## src/common/vid_regs_pkg.sv

```systemverilog
package vid_regs_pkg;

    typedef logic [15:0] word_t;        // register or memory word
    typedef logic [7:0]  byte_t;        // host bus byte
    typedef logic [15:0] addr_t;        // memories decode the low bits only
    typedef logic [3:0]  reg_num_t;

    // host visible register numbers
    localparam reg_num_t XM_SYS_CTRL = 4'h0;    // busy flag and write mask
    localparam reg_num_t XM_TIMER    = 4'h1;    // free-running tick timer
    localparam reg_num_t XM_RD_XADDR = 4'h2;    // XR read address
    localparam reg_num_t XM_WR_XADDR = 4'h3;    // XR write address
    localparam reg_num_t XM_XDATA    = 4'h4;    // XR data port
    localparam reg_num_t XM_RD_INCR  = 4'h5;    // VRAM read increment
    localparam reg_num_t XM_RD_ADDR  = 4'h6;    // VRAM read address
    localparam reg_num_t XM_WR_INCR  = 4'h7;    // VRAM write increment
    localparam reg_num_t XM_WR_ADDR  = 4'h8;    // VRAM write address
    localparam reg_num_t XM_DATA     = 4'h9;    // VRAM data port
    localparam reg_num_t XM_DATA_2   = 4'hA;    // second VRAM data port

    // request from the register block toward one memory
    typedef struct packed {
        logic       sel;        // held until ack
        logic       wr;         // 1 = write, 0 = read
        logic [3:0] wrmask;     // nibble enables
        addr_t      addr;
        word_t      data;       // write data
    } mem_req_t;

    // one host byte access after synchronization
    typedef struct packed {
        logic       write_strobe;   // single cycle
        logic       read_strobe;    // single cycle
        reg_num_t   reg_num;
        logic       bytesel;        // 0 = even (high) byte
        byte_t      data;
    } bus_evt_t;

endpackage
```

## src/rtl/bus_sync.sv

```systemverilog
module bus_sync (
    input  wire logic                   clk,
    input  wire logic                   reset_i,
    input  wire logic                   bus_cs_n_i,     // chip select, active low
    input  wire logic                   bus_rd_nwr_i,   // 1 = read, 0 = write
    input  wire vid_regs_pkg::reg_num_t bus_reg_num_i,
    input  wire logic                   bus_bytesel_i,  // 1 = odd (low) byte
    input  wire vid_regs_pkg::byte_t    bus_data_i,
    output      vid_regs_pkg::bus_evt_t evt_o
);
    import vid_regs_pkg::*;

    logic [1:0] cs_n_sync;          // bit 1 is the synchronized copy
    logic       cs_n_last;          // previous synchronized cs_n
    logic [1:0] rd_nwr_sync;
    logic [1:0] bytesel_sync;
    reg_num_t   reg_num_s1;
    reg_num_t   reg_num_s2;
    byte_t      data_s1;
    byte_t      data_s2;
    logic       cs_fall;

    assign cs_fall = !cs_n_sync[1] && cs_n_last;   // start of a host byte cycle

    // two flops on every bus input
    always_ff @(posedge clk) begin
        rd_nwr_sync  <= {rd_nwr_sync[0], bus_rd_nwr_i};
        bytesel_sync <= {bytesel_sync[0], bus_bytesel_i};
        reg_num_s1   <= bus_reg_num_i;
        reg_num_s2   <= reg_num_s1;
        data_s1      <= bus_data_i;
        data_s2      <= data_s1;
    end

    always_ff @(posedge clk) begin
        if (reset_i) begin
            cs_n_sync          <= 2'b11;    // bus idle
            cs_n_last          <= 1'b1;
            evt_o.write_strobe <= 1'b0;
            evt_o.read_strobe  <= 1'b0;
        end else begin
            cs_n_sync          <= {cs_n_sync[0], bus_cs_n_i};
            cs_n_last          <= cs_n_sync[1];
            evt_o.write_strobe <= cs_fall && !rd_nwr_sync[1];
            evt_o.read_strobe  <= cs_fall && rd_nwr_sync[1];
            if (cs_fall) begin
                evt_o.reg_num <= reg_num_s2;
                evt_o.bytesel <= bytesel_sync[1];
                evt_o.data    <= data_s2;
            end
        end
    end

endmodule

```

## config.mk

```make
export PLATFORM = sky130hd
export DESIGN_NAME = bus_sync
export DESIGN_NICKNAME = d
export VERILOG_FILES = /design/src/common/vid_regs_pkg.sv /design/src/rtl/bus_sync.sv
export SDC_FILE = /design/constraint.sdc
export NUM_CORES = 1
export LEC_CHECK = 0
export BUFFER_PORTS_ARGS = -buffer_cell sky130_fd_sc_hd__buf_2
export CORE_UTILIZATION = 43
export CTS_CLUSTER_DIAMETER = 30
export CTS_CLUSTER_SIZE = 16
export DETAILED_ROUTE_END_ITERATION = 10
export MAX_ROUTING_LAYER = met4
export PLACE_DENSITY = 0.65
export SLEW_MARGIN = 30
export SYNTH_ARGS = -nofsm -noshare
export SYNTH_HDL_FRONTEND = slang
export SYNTH_SLANG_ARGS = --single-unit
```

## constraint.sdc

```tcl
create_clock -name clk -period 2.2 [get_ports clk]
set_input_delay 0.22 -clock clk [delete_from_list [all_inputs] [get_ports clk]]
set_output_delay 0.22 -clock clk [all_outputs]
set_load 0.01 [all_outputs]
```

==> results_dict.tcl <==
set metrics [dict create \
    antenna_found_initial 0 \
    detail_route.wl_per_cell_um 10.78 \
    nFillCells 193 \
    synth_nets 69 \
    worst_clock_skew_ns 0.005144 \
    finish.utilization_pct 61.52 \
    run_status "finished, final reports clean" \
    critical_path_peak_fanout 1 \
    total_leakage_power_uw 0.0006348 \
    cts_buffers 5 \
    syn_inst 52 \
    post-cts-setup-buffer-count 0 \
    drt-initial-drc-count 2 \
    cts_tree "done" \
    timing.final.crit_share_pct 50.59 \
    timing.fmax_mhz 898.4 \
    num_vias 551 \
    grt_overflow_total 0 \
    clockBufferDepth 2 \
    die_w_um 52.69 \
    placement_rows 18 \
    worst-setup-path-type "register to output pin" \
    routabilityCongestion 0.6128 \
    placed_cells_incl_taps 114 \
    total_power_uw 1343 \
    ioPinCount 32 \
    drv_slew 0 \
    max-vdd-ir-drop_uv 732.6 \
    drv.max_cap_violation_count 0 \
    worst-path-stages 1 \
    layout.cells.most_common "dfxtp_1" \
    ys_warn_count 0 \
    port_buffers 31 \
    cts.clk_slew.worst_paths_ns 0.11 \
    die_y_um 52.69 \
    wl_final_um 1466 \
    multi_input_area_um2 58.81 \
    report.final.setup_viol 0 \
    seq_area_frac_synth_pct 95.13 \
    timing.critical_path.arrival_ns 0.89 \
    cp_cell_sequence "buf_2" \
    postRouteAntennaNets 0 \
    final_nets 122 \
    ff_latch_area_um2 1051 \
    clock_sinks 46 \
    layoutNonFillerInstCount 136 \
    worst-path-buf-inv 1 \
    crit_path_max_incr_delay_ns 0.40 \
    initial_utilization_pct 45.01 \
    drtPass1Iterations 2 \
    top_library_cells_by_usage_in_the_layout_fill_and_taps_aside "33 x dfxtp_1, 31 x buf_2, 14 x dlygate4sd3_1, 13 x edfxtp_1, 5 x clkbuf_4" \
    powerDensity_nw_per_um2 889.3 \
    worstSetupStartpointType "register" \
    hold-path-cell-count 2 \
    synthesis.area_um2 1105 \
    antenna-diode-count 0 \
    first_global_vias 503 \
    setup_total_negative_slack_ns 0 \
    crit_required_ns 1.98 \
    ctsRootBufferMaster "clkbuf_4" \
    synthesized_area_divided_by_synthesized_cell_count_um2 21.25 \
    timing_worst_slew_pin_value_ns 0.1757 \
    unrepaired_setup_endpoints_after_global_routing "false" \
    layout-drive-gt1-share_pct 40.57 \
    grt_start_max_net_pins 14 \
    grt_pass1_wl_um 2118 \
    cp-end-kind "output pin" \
    syn2layout_area_growth_pct 36.69 \
    die_area_um2 2776 \
    htree_levels 2 \
    ys_types 7 \
    slew_headroom_pct 88.27 \
    hold_path_class "primary input to register" \
    reg2regPathDepth 2 \
    total_core_area_um2 2455 \
    drcViolationCount 0 \
    ys_seq_elements 46 \
    min_period_ns 1.113 \
    worst_skew_pair.late_latency_ns 0.33 \
    timing.critical_path.slowest_stage_cell "edfxtp_1" \
    timing_hold_violations_final 0 \
    critPathTopFamily "flip-flops" \
    grt_use_total_pct 12.66 \
    hold-worst-slack_ns 0.05825 \
    vias_per_cell 4.051 \
]
[path summary, 6_finish.rpt]
kind           startpoint  slack, ns           end
min reg2reg    data_s1[1]       0.34    data_s2[1]
max              evt_o[9]       1.09      evt_o[9]
max reg2reg  cs_n_sync[1]       1.15     evt_o[10]
min            bus_cs_n_i       0.06  cs_n_sync[0]
[through the flow]
step	worst slack, ns	area, um2
after floorplan	0.4506	1105
after global placement	1.148	1310
after detailed placement	1.110	1310
after CTS	1.075	1510
after global routing	1.030	1510
final	1.087	1510
[cell usage after synthesis]
master    instances  area share (%)
and4bb_2          1             1.1
dfxtp_1          33              60
edfxtp_1         13              35
nor3b_1           1            0.68
nor4b_2           1             1.4
or2_1             2             1.1
or2_2             1            0.57
[logic make-up (layout without fill, tap and decap cells)]
group | after synthesis | after routing | synth area share (%)
flops | 46 | 46 | 95.13
buf+inv | 0 | 54 | 0
simple gates | 6 | 6 | 4.870
[worst register-to-register path, cell delays in order, from the launching register on]
cell and delay (ns):
dfxtp_1 0.37, nor3b_2 0.17, buf_4 0.23
[routing by layer]
metal  wire [um]  global-route usage (%)  vias up
li1            -                       -      283
met1         535                   10.67      249
met2         842                   20.68       17
met3          73                   7.826        2
met4          14                   7.895        0
met5           0                       -        -
[power by group]
part           switching [uW]  internal, uW
logic                    14.1          31.8
clock network             229           155
registers                8.54           905
[what timing repair did]
item	4_1_cts	5_1_grt
hold buffers	14	0
endpoints found under the hold margin	14	0
gates resized for setup	0	0
[state kept, by name, indices dropped and copies added (netlist names)]
register / flops
cs_n_last: 1
reg_num_s2: 4
bytesel_sync: 2
data_s2: 8
rd_nwr_sync: 2
evt_o: 15
data_s1: 8
cs_n_sync: 2
reg_num_s1: 4
[cell type report]
class | instances | share of cell area [%]
sequential | 46 | 69.59
multi-input combinational | 6 | 3.894
timing repair buffer | 46 | 20.05
clock inverter | 1 | 0.3314
tap | 30 | 2.485
clock buffer | 7 | 3.645
Power figures use the tool's default switching activity.
