===== src/common/vid_regs_pkg.sv =====
package vid_regs_pkg;

    typedef logic [15:0] word_t;        // register or memory word
    typedef logic [7:0]  byte_t;        // host bus byte
    typedef logic [15:0] addr_t;        // memories decode the low bits only
    typedef logic [3:0]  reg_num_t;

    // host visible register numbers
    localparam reg_num_t XM_SYS_CTRL = 4'h0;    // busy flag and write mask
    localparam reg_num_t XM_TIMER    = 4'h1;    // free-running tick timer
    localparam reg_num_t XM_RD_XADDR = 4'h2;    // XR read address
    localparam reg_num_t XM_WR_XADDR = 4'h3;    // XR write address
    localparam reg_num_t XM_XDATA    = 4'h4;    // XR data port
    localparam reg_num_t XM_RD_INCR  = 4'h5;    // VRAM read increment
    localparam reg_num_t XM_RD_ADDR  = 4'h6;    // VRAM read address
    localparam reg_num_t XM_WR_INCR  = 4'h7;    // VRAM write increment
    localparam reg_num_t XM_WR_ADDR  = 4'h8;    // VRAM write address
    localparam reg_num_t XM_DATA     = 4'h9;    // VRAM data port
    localparam reg_num_t XM_DATA_2   = 4'hA;    // second VRAM data port

    // request from the register block toward one memory
    typedef struct packed {
        logic       sel;        // held until ack
        logic       wr;         // 1 = write, 0 = read
        logic [3:0] wrmask;     // nibble enables
        addr_t      addr;
        word_t      data;       // write data
    } mem_req_t;

    // one host byte access after synchronization
    typedef struct packed {
        logic       write_strobe;   // single cycle
        logic       read_strobe;    // single cycle
        reg_num_t   reg_num;
        logic       bytesel;        // 0 = even (high) byte
        byte_t      data;
    } bus_evt_t;

endpackage

===== src/reg_interface/reg_interface.sv =====
module reg_interface #(
    parameter int TIMER_TICK = 10                       // clocks per timer count
)(
    input  wire logic                   clk,
    input  wire logic                   reset_i,
    input  wire vid_regs_pkg::bus_evt_t evt_i,          // byte access from bus_sync
    output      vid_regs_pkg::byte_t    bus_data_o,     // read byte toward host
    output      vid_regs_pkg::mem_req_t vram_req_o,
    output      vid_regs_pkg::mem_req_t xr_req_o,
    input  wire logic                   vram_ack_i,
    input  wire logic                   xr_ack_i,
    input  wire vid_regs_pkg::word_t    vram_data_i,
    input  wire vid_regs_pkg::word_t    xr_data_i
);
    import vid_regs_pkg::*;

    localparam int TICK_W = $clog2(TIMER_TICK + 1);

    addr_t              reg_rd_xaddr;
    addr_t              reg_wr_xaddr;
    word_t              reg_xdata;          // last XR pre-read result
    word_t              reg_rd_incr;
    addr_t              reg_rd_addr;
    word_t              reg_data;           // last VRAM pre-read result
    word_t              reg_wr_incr;
    addr_t              reg_wr_addr;
    logic [3:0]         reg_wrmask;
    byte_t              reg_data_even;      // held until the odd byte arrives
    byte_t              reg_xdata_even;
    word_t              reg_timer;
    logic [TICK_W-1:0]  tick_cnt;
    byte_t              timer_latch;        // low timer byte, frozen on even reads
    reg_num_t           rd_reg_num;         // last accessed register
    logic               rd_bytesel;
    logic               busy;
    word_t              rd_word;

    // replace one byte of a 16-bit register
    function automatic word_t set_byte(input word_t w, input logic odd, input byte_t b);
        return odd ? {w[15:8], b} : {b, w[7:0]};
    endfunction

    // each sel doubles as its memory's single pending credit
    assign busy = vram_req_o.sel || xr_req_o.sel;

    always_comb begin
        case (rd_reg_num)
            XM_SYS_CTRL: rd_word = {busy, 11'b0, reg_wrmask};
            XM_TIMER:    rd_word = {reg_timer[15:8], timer_latch};
            XM_RD_XADDR: rd_word = reg_rd_xaddr;
            XM_WR_XADDR: rd_word = reg_wr_xaddr;
            XM_XDATA:    rd_word = reg_xdata;
            XM_RD_INCR:  rd_word = reg_rd_incr;
            XM_RD_ADDR:  rd_word = reg_rd_addr;
            XM_WR_INCR:  rd_word = reg_wr_incr;
            XM_WR_ADDR:  rd_word = reg_wr_addr;
            default:     rd_word = reg_data;    // DATA, DATA_2 and unused numbers
        endcase
    end

    assign bus_data_o = rd_bytesel ? rd_word[7:0] : rd_word[15:8];

    always_ff @(posedge clk) begin
        if (reset_i) begin
            tick_cnt  <= '0;
            reg_timer <= '0;
        end else if (tick_cnt == TICK_W'(TIMER_TICK - 1)) begin
            tick_cnt  <= '0;
            reg_timer <= reg_timer + 16'd1;
        end else begin
            tick_cnt  <= tick_cnt + 1'b1;
        end
    end

    always_ff @(posedge clk) begin
        if (reset_i) begin
            vram_req_o.sel    <= 1'b0;
            vram_req_o.wr     <= 1'b0;
            vram_req_o.wrmask <= 4'hF;
            xr_req_o.sel      <= 1'b0;
            xr_req_o.wr       <= 1'b0;
            xr_req_o.wrmask   <= 4'hF;
            reg_rd_xaddr      <= '0;
            reg_wr_xaddr      <= '0;
            reg_rd_incr       <= '0;
            reg_rd_addr       <= '0;
            reg_wr_incr       <= '0;
            reg_wr_addr       <= '0;
            reg_wrmask        <= 4'hF;
            timer_latch       <= '0;
            rd_reg_num        <= XM_SYS_CTRL;
            rd_bytesel        <= 1'b0;
        end else begin
            if (vram_ack_i) begin
                if (vram_req_o.wr) begin
                    reg_wr_addr <= reg_wr_addr + reg_wr_incr;
                end else begin
                    reg_data    <= vram_data_i;     // pre-read result
                    reg_rd_addr <= reg_rd_addr + reg_rd_incr;
                end
                vram_req_o.sel <= 1'b0;
                vram_req_o.wr  <= 1'b0;
            end

            if (xr_ack_i) begin
                if (xr_req_o.wr) begin
                    reg_wr_xaddr <= reg_wr_xaddr + 16'd1;
                end else begin
                    reg_xdata    <= xr_data_i;
                    reg_rd_xaddr <= reg_rd_xaddr + 16'd1;
                end
                xr_req_o.sel <= 1'b0;
                xr_req_o.wr  <= 1'b0;
            end

            if (evt_i.write_strobe || evt_i.read_strobe) begin
                rd_reg_num <= evt_i.reg_num;        // selects the read mux
                rd_bytesel <= evt_i.bytesel;
            end

            if (evt_i.write_strobe) begin
                case (evt_i.reg_num)
                    XM_SYS_CTRL: begin
                        if (evt_i.bytesel) begin
                            reg_wrmask <= evt_i.data[3:0];
                        end
                    end
                    XM_RD_XADDR: begin
                        reg_rd_xaddr <= set_byte(reg_rd_xaddr, evt_i.bytesel, evt_i.data);
                        if (evt_i.bytesel) begin        // start XR pre-read
                            xr_req_o.sel  <= 1'b1;
                            xr_req_o.wr   <= 1'b0;
                            xr_req_o.addr <= {reg_rd_xaddr[15:8], evt_i.data};
                        end
                    end
                    XM_WR_XADDR: begin
                        reg_wr_xaddr <= set_byte(reg_wr_xaddr, evt_i.bytesel, evt_i.data);
                    end
                    XM_XDATA: begin
                        if (!evt_i.bytesel) begin
                            reg_xdata_even <= evt_i.data;
                        end else begin
                            xr_req_o.sel  <= 1'b1;
                            xr_req_o.wr   <= 1'b1;
                            xr_req_o.addr <= reg_wr_xaddr;
                            xr_req_o.data <= {reg_xdata_even, evt_i.data};
                        end
                    end
                    XM_RD_INCR: begin
                        reg_rd_incr <= set_byte(reg_rd_incr, evt_i.bytesel, evt_i.data);
                    end
                    XM_RD_ADDR: begin
                        reg_rd_addr <= set_byte(reg_rd_addr, evt_i.bytesel, evt_i.data);
                        if (evt_i.bytesel) begin        // start VRAM pre-read
                            vram_req_o.sel  <= 1'b1;
                            vram_req_o.wr   <= 1'b0;
                            vram_req_o.addr <= {reg_rd_addr[15:8], evt_i.data};
                        end
                    end
                    XM_WR_INCR: begin
                        reg_wr_incr <= set_byte(reg_wr_incr, evt_i.bytesel, evt_i.data);
                    end
                    XM_WR_ADDR: begin
                        reg_wr_addr <= set_byte(reg_wr_addr, evt_i.bytesel, evt_i.data);
                    end
                    XM_DATA, XM_DATA_2: begin
                        if (!evt_i.bytesel) begin
                            reg_data_even <= evt_i.data;
                        end else begin
                            vram_req_o.sel    <= 1'b1;
                            vram_req_o.wr     <= 1'b1;
                            vram_req_o.wrmask <= reg_wrmask;
                            vram_req_o.addr   <= reg_wr_addr;
                            vram_req_o.data   <= {reg_data_even, evt_i.data};
                        end
                    end
                    default: begin
                    end
                endcase
            end

            if (evt_i.read_strobe) begin
                if (!evt_i.bytesel) begin
                    timer_latch <= reg_timer[7:0];  // any even read freezes low byte
                end else if (evt_i.reg_num == XM_XDATA) begin
                    xr_req_o.sel  <= 1'b1;          // next XR pre-read
                    xr_req_o.wr   <= 1'b0;
                    xr_req_o.addr <= reg_rd_xaddr;
                end else if (evt_i.reg_num == XM_DATA || evt_i.reg_num == XM_DATA_2) begin
                    vram_req_o.sel  <= 1'b1;        // next VRAM pre-read
                    vram_req_o.wr   <= 1'b0;
                    vram_req_o.addr <= reg_rd_addr;
                end
            end
        end
    end

endmodule


===== config.mk =====
export PLATFORM = sky130hd
export DESIGN_NAME = reg_interface
export DESIGN_NICKNAME = d
export VERILOG_FILES = /design/src/common/vid_regs_pkg.sv /design/src/reg_interface/reg_interface.sv
export SDC_FILE = /design/constraint.sdc
export NUM_CORES = 1
export LEC_CHECK = 0
export BUFFER_PORTS_ARGS = -buffer_cell sky130_fd_sc_hd__buf_2
export CAP_MARGIN = 20
export CORE_ASPECT_RATIO = 1.25
export CORE_MARGIN = 5
export CORE_UTILIZATION = 60
export CTS_CLUSTER_SIZE = 16
export DETAILED_ROUTE_END_ITERATION = 10
export PLACE_DENSITY = 0.81
export SLEW_MARGIN = 20
export SYNTH_ARGS = -nofsm -noshare
export SYNTH_HDL_FRONTEND = slang
export SYNTH_SLANG_ARGS = --single-unit

===== constraint.sdc =====
create_clock -name clk -period 4 [get_ports clk]
set_clock_uncertainty 0.15 [all_clocks]
set_input_delay 0.8 -clock clk [delete_from_list [all_inputs] [get_ports clk]]
set_output_delay 0.8 -clock clk [all_outputs]
set_load 0.1 [all_outputs]

==> results.sh <==
export IMPL_grt_remaining_overflow=0
export IMPL_setup_viol=0
export IMPL_synth_top_area_share_pct=25.4
export IMPL_ys_dominant_reg_cell="sky130_fd_sc_hd__dfxtp_1"
export IMPL_detail_route_iter0_violations=1519
export IMPL_floorplan_core_area_sq_um=21600
export IMPL_antenna_violating_nets_post_route=0
export IMPL_seq_total_area_yosys_pct=46.7
export IMPL_total_leakage_power_nw=6.02
export IMPL_cpMaxStageDelayCell="sky130_fd_sc_hd__dfxtp_2"
export IMPL_synthCells=1385
export IMPL_final_nets=1582
export IMPL_gp_congestion=0.987
export IMPL_required_ns=3.05
export IMPL_fp_dieH_microns=176
export IMPL_maximum_root_to_sink_buffer_count=3
export IMPL_synth_ff_latch_count=253
export IMPL_rows=60
export IMPL_min_period_ns=3.76
export IMPL_number_of_fill_cells_in_the_layout=1708
export IMPL_tightestPinTransition_ns=0.976
export IMPL_largestRegisters="vram_req_o: 38 flops, xr_req_o: 34 flops"
export IMPL_crit_fanout=22
export IMPL_global_route_wire_length_before_repair_microns=68500
export IMPL_layout_drive_gt1_share_pct=17.2
export IMPL_antenna_cells_inserted=0
export IMPL_vdd_ir_drop_worst_mv=0.505
export IMPL_dominant_cells_by_area_after_synthesis="sky130_fd_sc_hd__edfxtp_1 25%, sky130_fd_sc_hd__dfxtp_1 21%, sky130_fd_sc_hd__nor2_1 5.0%, sky130_fd_sc_hd__mux2i_1 4.6%, sky130_fd_sc_hd__ha_1 3.3%"
export IMPL_unrepaired_setup_endpoints_after_global_routing="false"
export IMPL_setup_total_negative_slack_ns=0
export IMPL_cts_tree="done"
export IMPL_final_cells=1793
export IMPL_pin_count=135
export IMPL_number_of_global_route_vias_before_repair=11600
export IMPL_critical_path_arrival_ns=2.81
export IMPL_critPathKind="flop to primary output"
export IMPL_synthesis_area_sq_um=13300
export IMPL_r2r_start="reg_wr_addr[0]"
export IMPL_post_drt_wl_per_cell_microns=25.3
export IMPL_clock_root_buffer="sky130_fd_sc_hd__clkbuf_16"
export IMPL_timing_rr_end="reg_wr_addr[12]"
export IMPL_final_hold_violation_count=0
export IMPL_worst_hold_path_num_cells=0
export IMPL_area_growth_pct=14.6
export IMPL_power_w=0.00614
export IMPL_timing_final_max_slew_violations=0
export IMPL_grt_use_total_pct=35.0
export IMPL_min_delay_path_class="flop to flop"
export IMPL_starting_utilization_of_the_core_area_pct=61.3
export IMPL_cts_post_setup_buffers_inserted=0
export IMPL_drtPass1Iterations=6
export IMPL_timing_final_crit_share_pct=93.9
export IMPL_place_hpwl_microns=33200
export IMPL_synth_edff_count=112
export IMPL_worst_skew_pair_late_latency_ns=0.53
export IMPL_outcome="finished, final reports clean"
export IMPL_htree_num_levels=1
export IMPL_crit_path_max_incr_delay_ns=0.62
export IMPL_syn_mean_instance_area_sq_um=9.57
export IMPL_postCtsResizedCells=1
export IMPL_startpoint_type="flop"
export IMPL_r2r_slack_ns=1.03
export IMPL_r2r_cells=8
export IMPL_power_per_cell_area_nw_per_um2=404
export IMPL_crit_chain="buf_4 -> mux2_2 -> a21oi_1 -> nor2_1 -> a221oi_1 -> o31ai_2 -> buf_2"
export IMPL_cts_made_buffers=26
export IMPL_slew_headroom_pct=34.7
export IMPL_port_buffers=130
export IMPL_antenna_found_initial=1
export IMPL_cts_reportedPaths_clkPinSlew_ns=0.07
export IMPL_post_cts_hold_buffer_count=0
export IMPL_fmax_mhz=266
export IMPL_postSynth_asyncResetShare_pct=0
export IMPL_post_placement_cell_count=1745
export IMPL_synth_area_leader_cell="sky130_fd_sc_hd__edfxtp_1"
export IMPL_drt_drc_violations_left=0
export IMPL_detailroute_via_count=12100
export IMPL_largest_register_ff_count=38
export IMPL_hold_start="reg_data_even[4]"
export IMPL_drt_total_wl_microns=45300
export IMPL_grt_max_degree=60
export IMPL_holdPathEnd="vram_req_o[12]"
export IMPL_ys_warn_count=0
export IMPL_vias_per_cell=6.75
export IMPL_fp_dieArea_sq_um=25200
export IMPL_maxCapViolCount=0
export IMPL_registers_top_by_ff_count="vram_req_o"
export IMPL_end_kind="primary output"
export IMPL_clock_sinks=253
export IMPL_synth_distinct_cells=85
export IMPL_die_width_microns=143
## how the worst max path moves through the flow
stage / start / to / slack [ns] / cells past startpoint
6_report: rd_reg_num[2] / bus_data_o[2] / 0.24 / 7
5_1_grt: rd_reg_num[2] / bus_data_o[2] / 0.06 / 7
4_1_cts: rd_reg_num[1] / bus_data_o[2] / 0.07 / 8
2_1_floorplan: rd_reg_num[0] / bus_data_o[6] / 0.19 / 6
3_5_place_dp: rd_reg_num[2] / bus_data_o[2] / 0.55 / 7
3_3_place_gp: rd_reg_num[2] / bus_data_o[2] / 0.55 / 7
## power breakdown
group          internal [W]  switching, W  total [W]
clock               0.00143       0.00105    0.00248
sequential          0.00277     0.0000748    0.00284
combinational      0.000208      0.000606   0.000814
## kinds of logic after synthesis
family | share of synthesized area (%)
flip-flops | 46.7
multiplexers | 6.05
other | 0.0283
AO/OA/AOI/OAI | 18.7
AND/OR/NAND/NOR | 18.8
XOR/XNOR | 2.71
adder cells (fa/ha/maj) | 3.60
buffers and inverters | 3.42
## worst max-delay path: cells and delay by family, from the launching register on
family                 cells  cell delay (ns)
AO/OA/AOI/OAI              3             0.66
buffers and inverters      2             0.60
AND/OR/NAND/NOR            1             0.05
multiplexers               1             0.34
flip-flops                 1             0.62
## through the flow
stage | utilization [%] | hold WS (ns) | cell area [sq um] | setup slack, ns
floorplan | - | 0.250 | 13300 | 0.189
global placement | 66.2 | 0.251 | 14300 | 0.554
detailed placement | 66.2 | 0.258 | 14300 | 0.549
CTS | 70.3 | 0.271 | 15200 | 0.0738
global route | 70.3 | 0.275 | 15200 | 0.0632
finish | 70.3 | 0.268 | 15200 | 0.243
## final cells by class
| cell class | instances | area, sq um | area share, % |
|---|---|---|---|
| multi-input combinational | 1028 | 6660 | 43.8 |
| sequential | 253 | 6190 | 40.7 |
| timing repair buffer | 173 | 1070 | 7.02 |
| clock buffer | 33 | 772 | 5.08 |
| tap | 279 | 349 | 2.30 |
| clock inverter | 15 | 110 | 0.725 |
| inverter | 12 | 45.0 | 0.296 |
## metal layers
metal  vias up  part of all wire, %  GRT usage [%]
met5         -                    0              0
met4         0                  5.7           17.6
met3       168                  9.8           5.50
met2       768                   47           57.6
met1      5740                   37           44.7
li1       5427                    -              -
## Yosys cell counts, drive strengths merged (15+ instances only)
master	number
nor2	183
dfxtp	141
edfxtp	112
nand2	111
a21oi	71
mux2i	61
o21ai	60
a22oi	58
clkbuf	53
nand3	49
buf	42
a31oi	35
ha	35
nor3	28
and3	26
xor2	26
a21o	15
a221oi	15
o22ai	15
xnor2	15
## layout by cell type, fill, tap and decap left out, types with 25 or more instances in the layout
cell type                   count
sky130_fd_sc_hd__a21oi_1       70
sky130_fd_sc_hd__a22oi_1       58
sky130_fd_sc_hd__a31oi_1       35
sky130_fd_sc_hd__and3_1        26
sky130_fd_sc_hd__buf_2        123
sky130_fd_sc_hd__buf_4         44
sky130_fd_sc_hd__clkbuf_16     30
sky130_fd_sc_hd__dfxtp_1      138
sky130_fd_sc_hd__edfxtp_1     112
sky130_fd_sc_hd__ha_1          35
sky130_fd_sc_hd__mux2i_1       61
sky130_fd_sc_hd__nand2_1      110
sky130_fd_sc_hd__nand3_1       48
sky130_fd_sc_hd__nor2_1       176
sky130_fd_sc_hd__nor3_1        25
sky130_fd_sc_hd__o21ai_0       50
sky130_fd_sc_hd__xor2_1        26
Power figures use the tool's default switching activity.
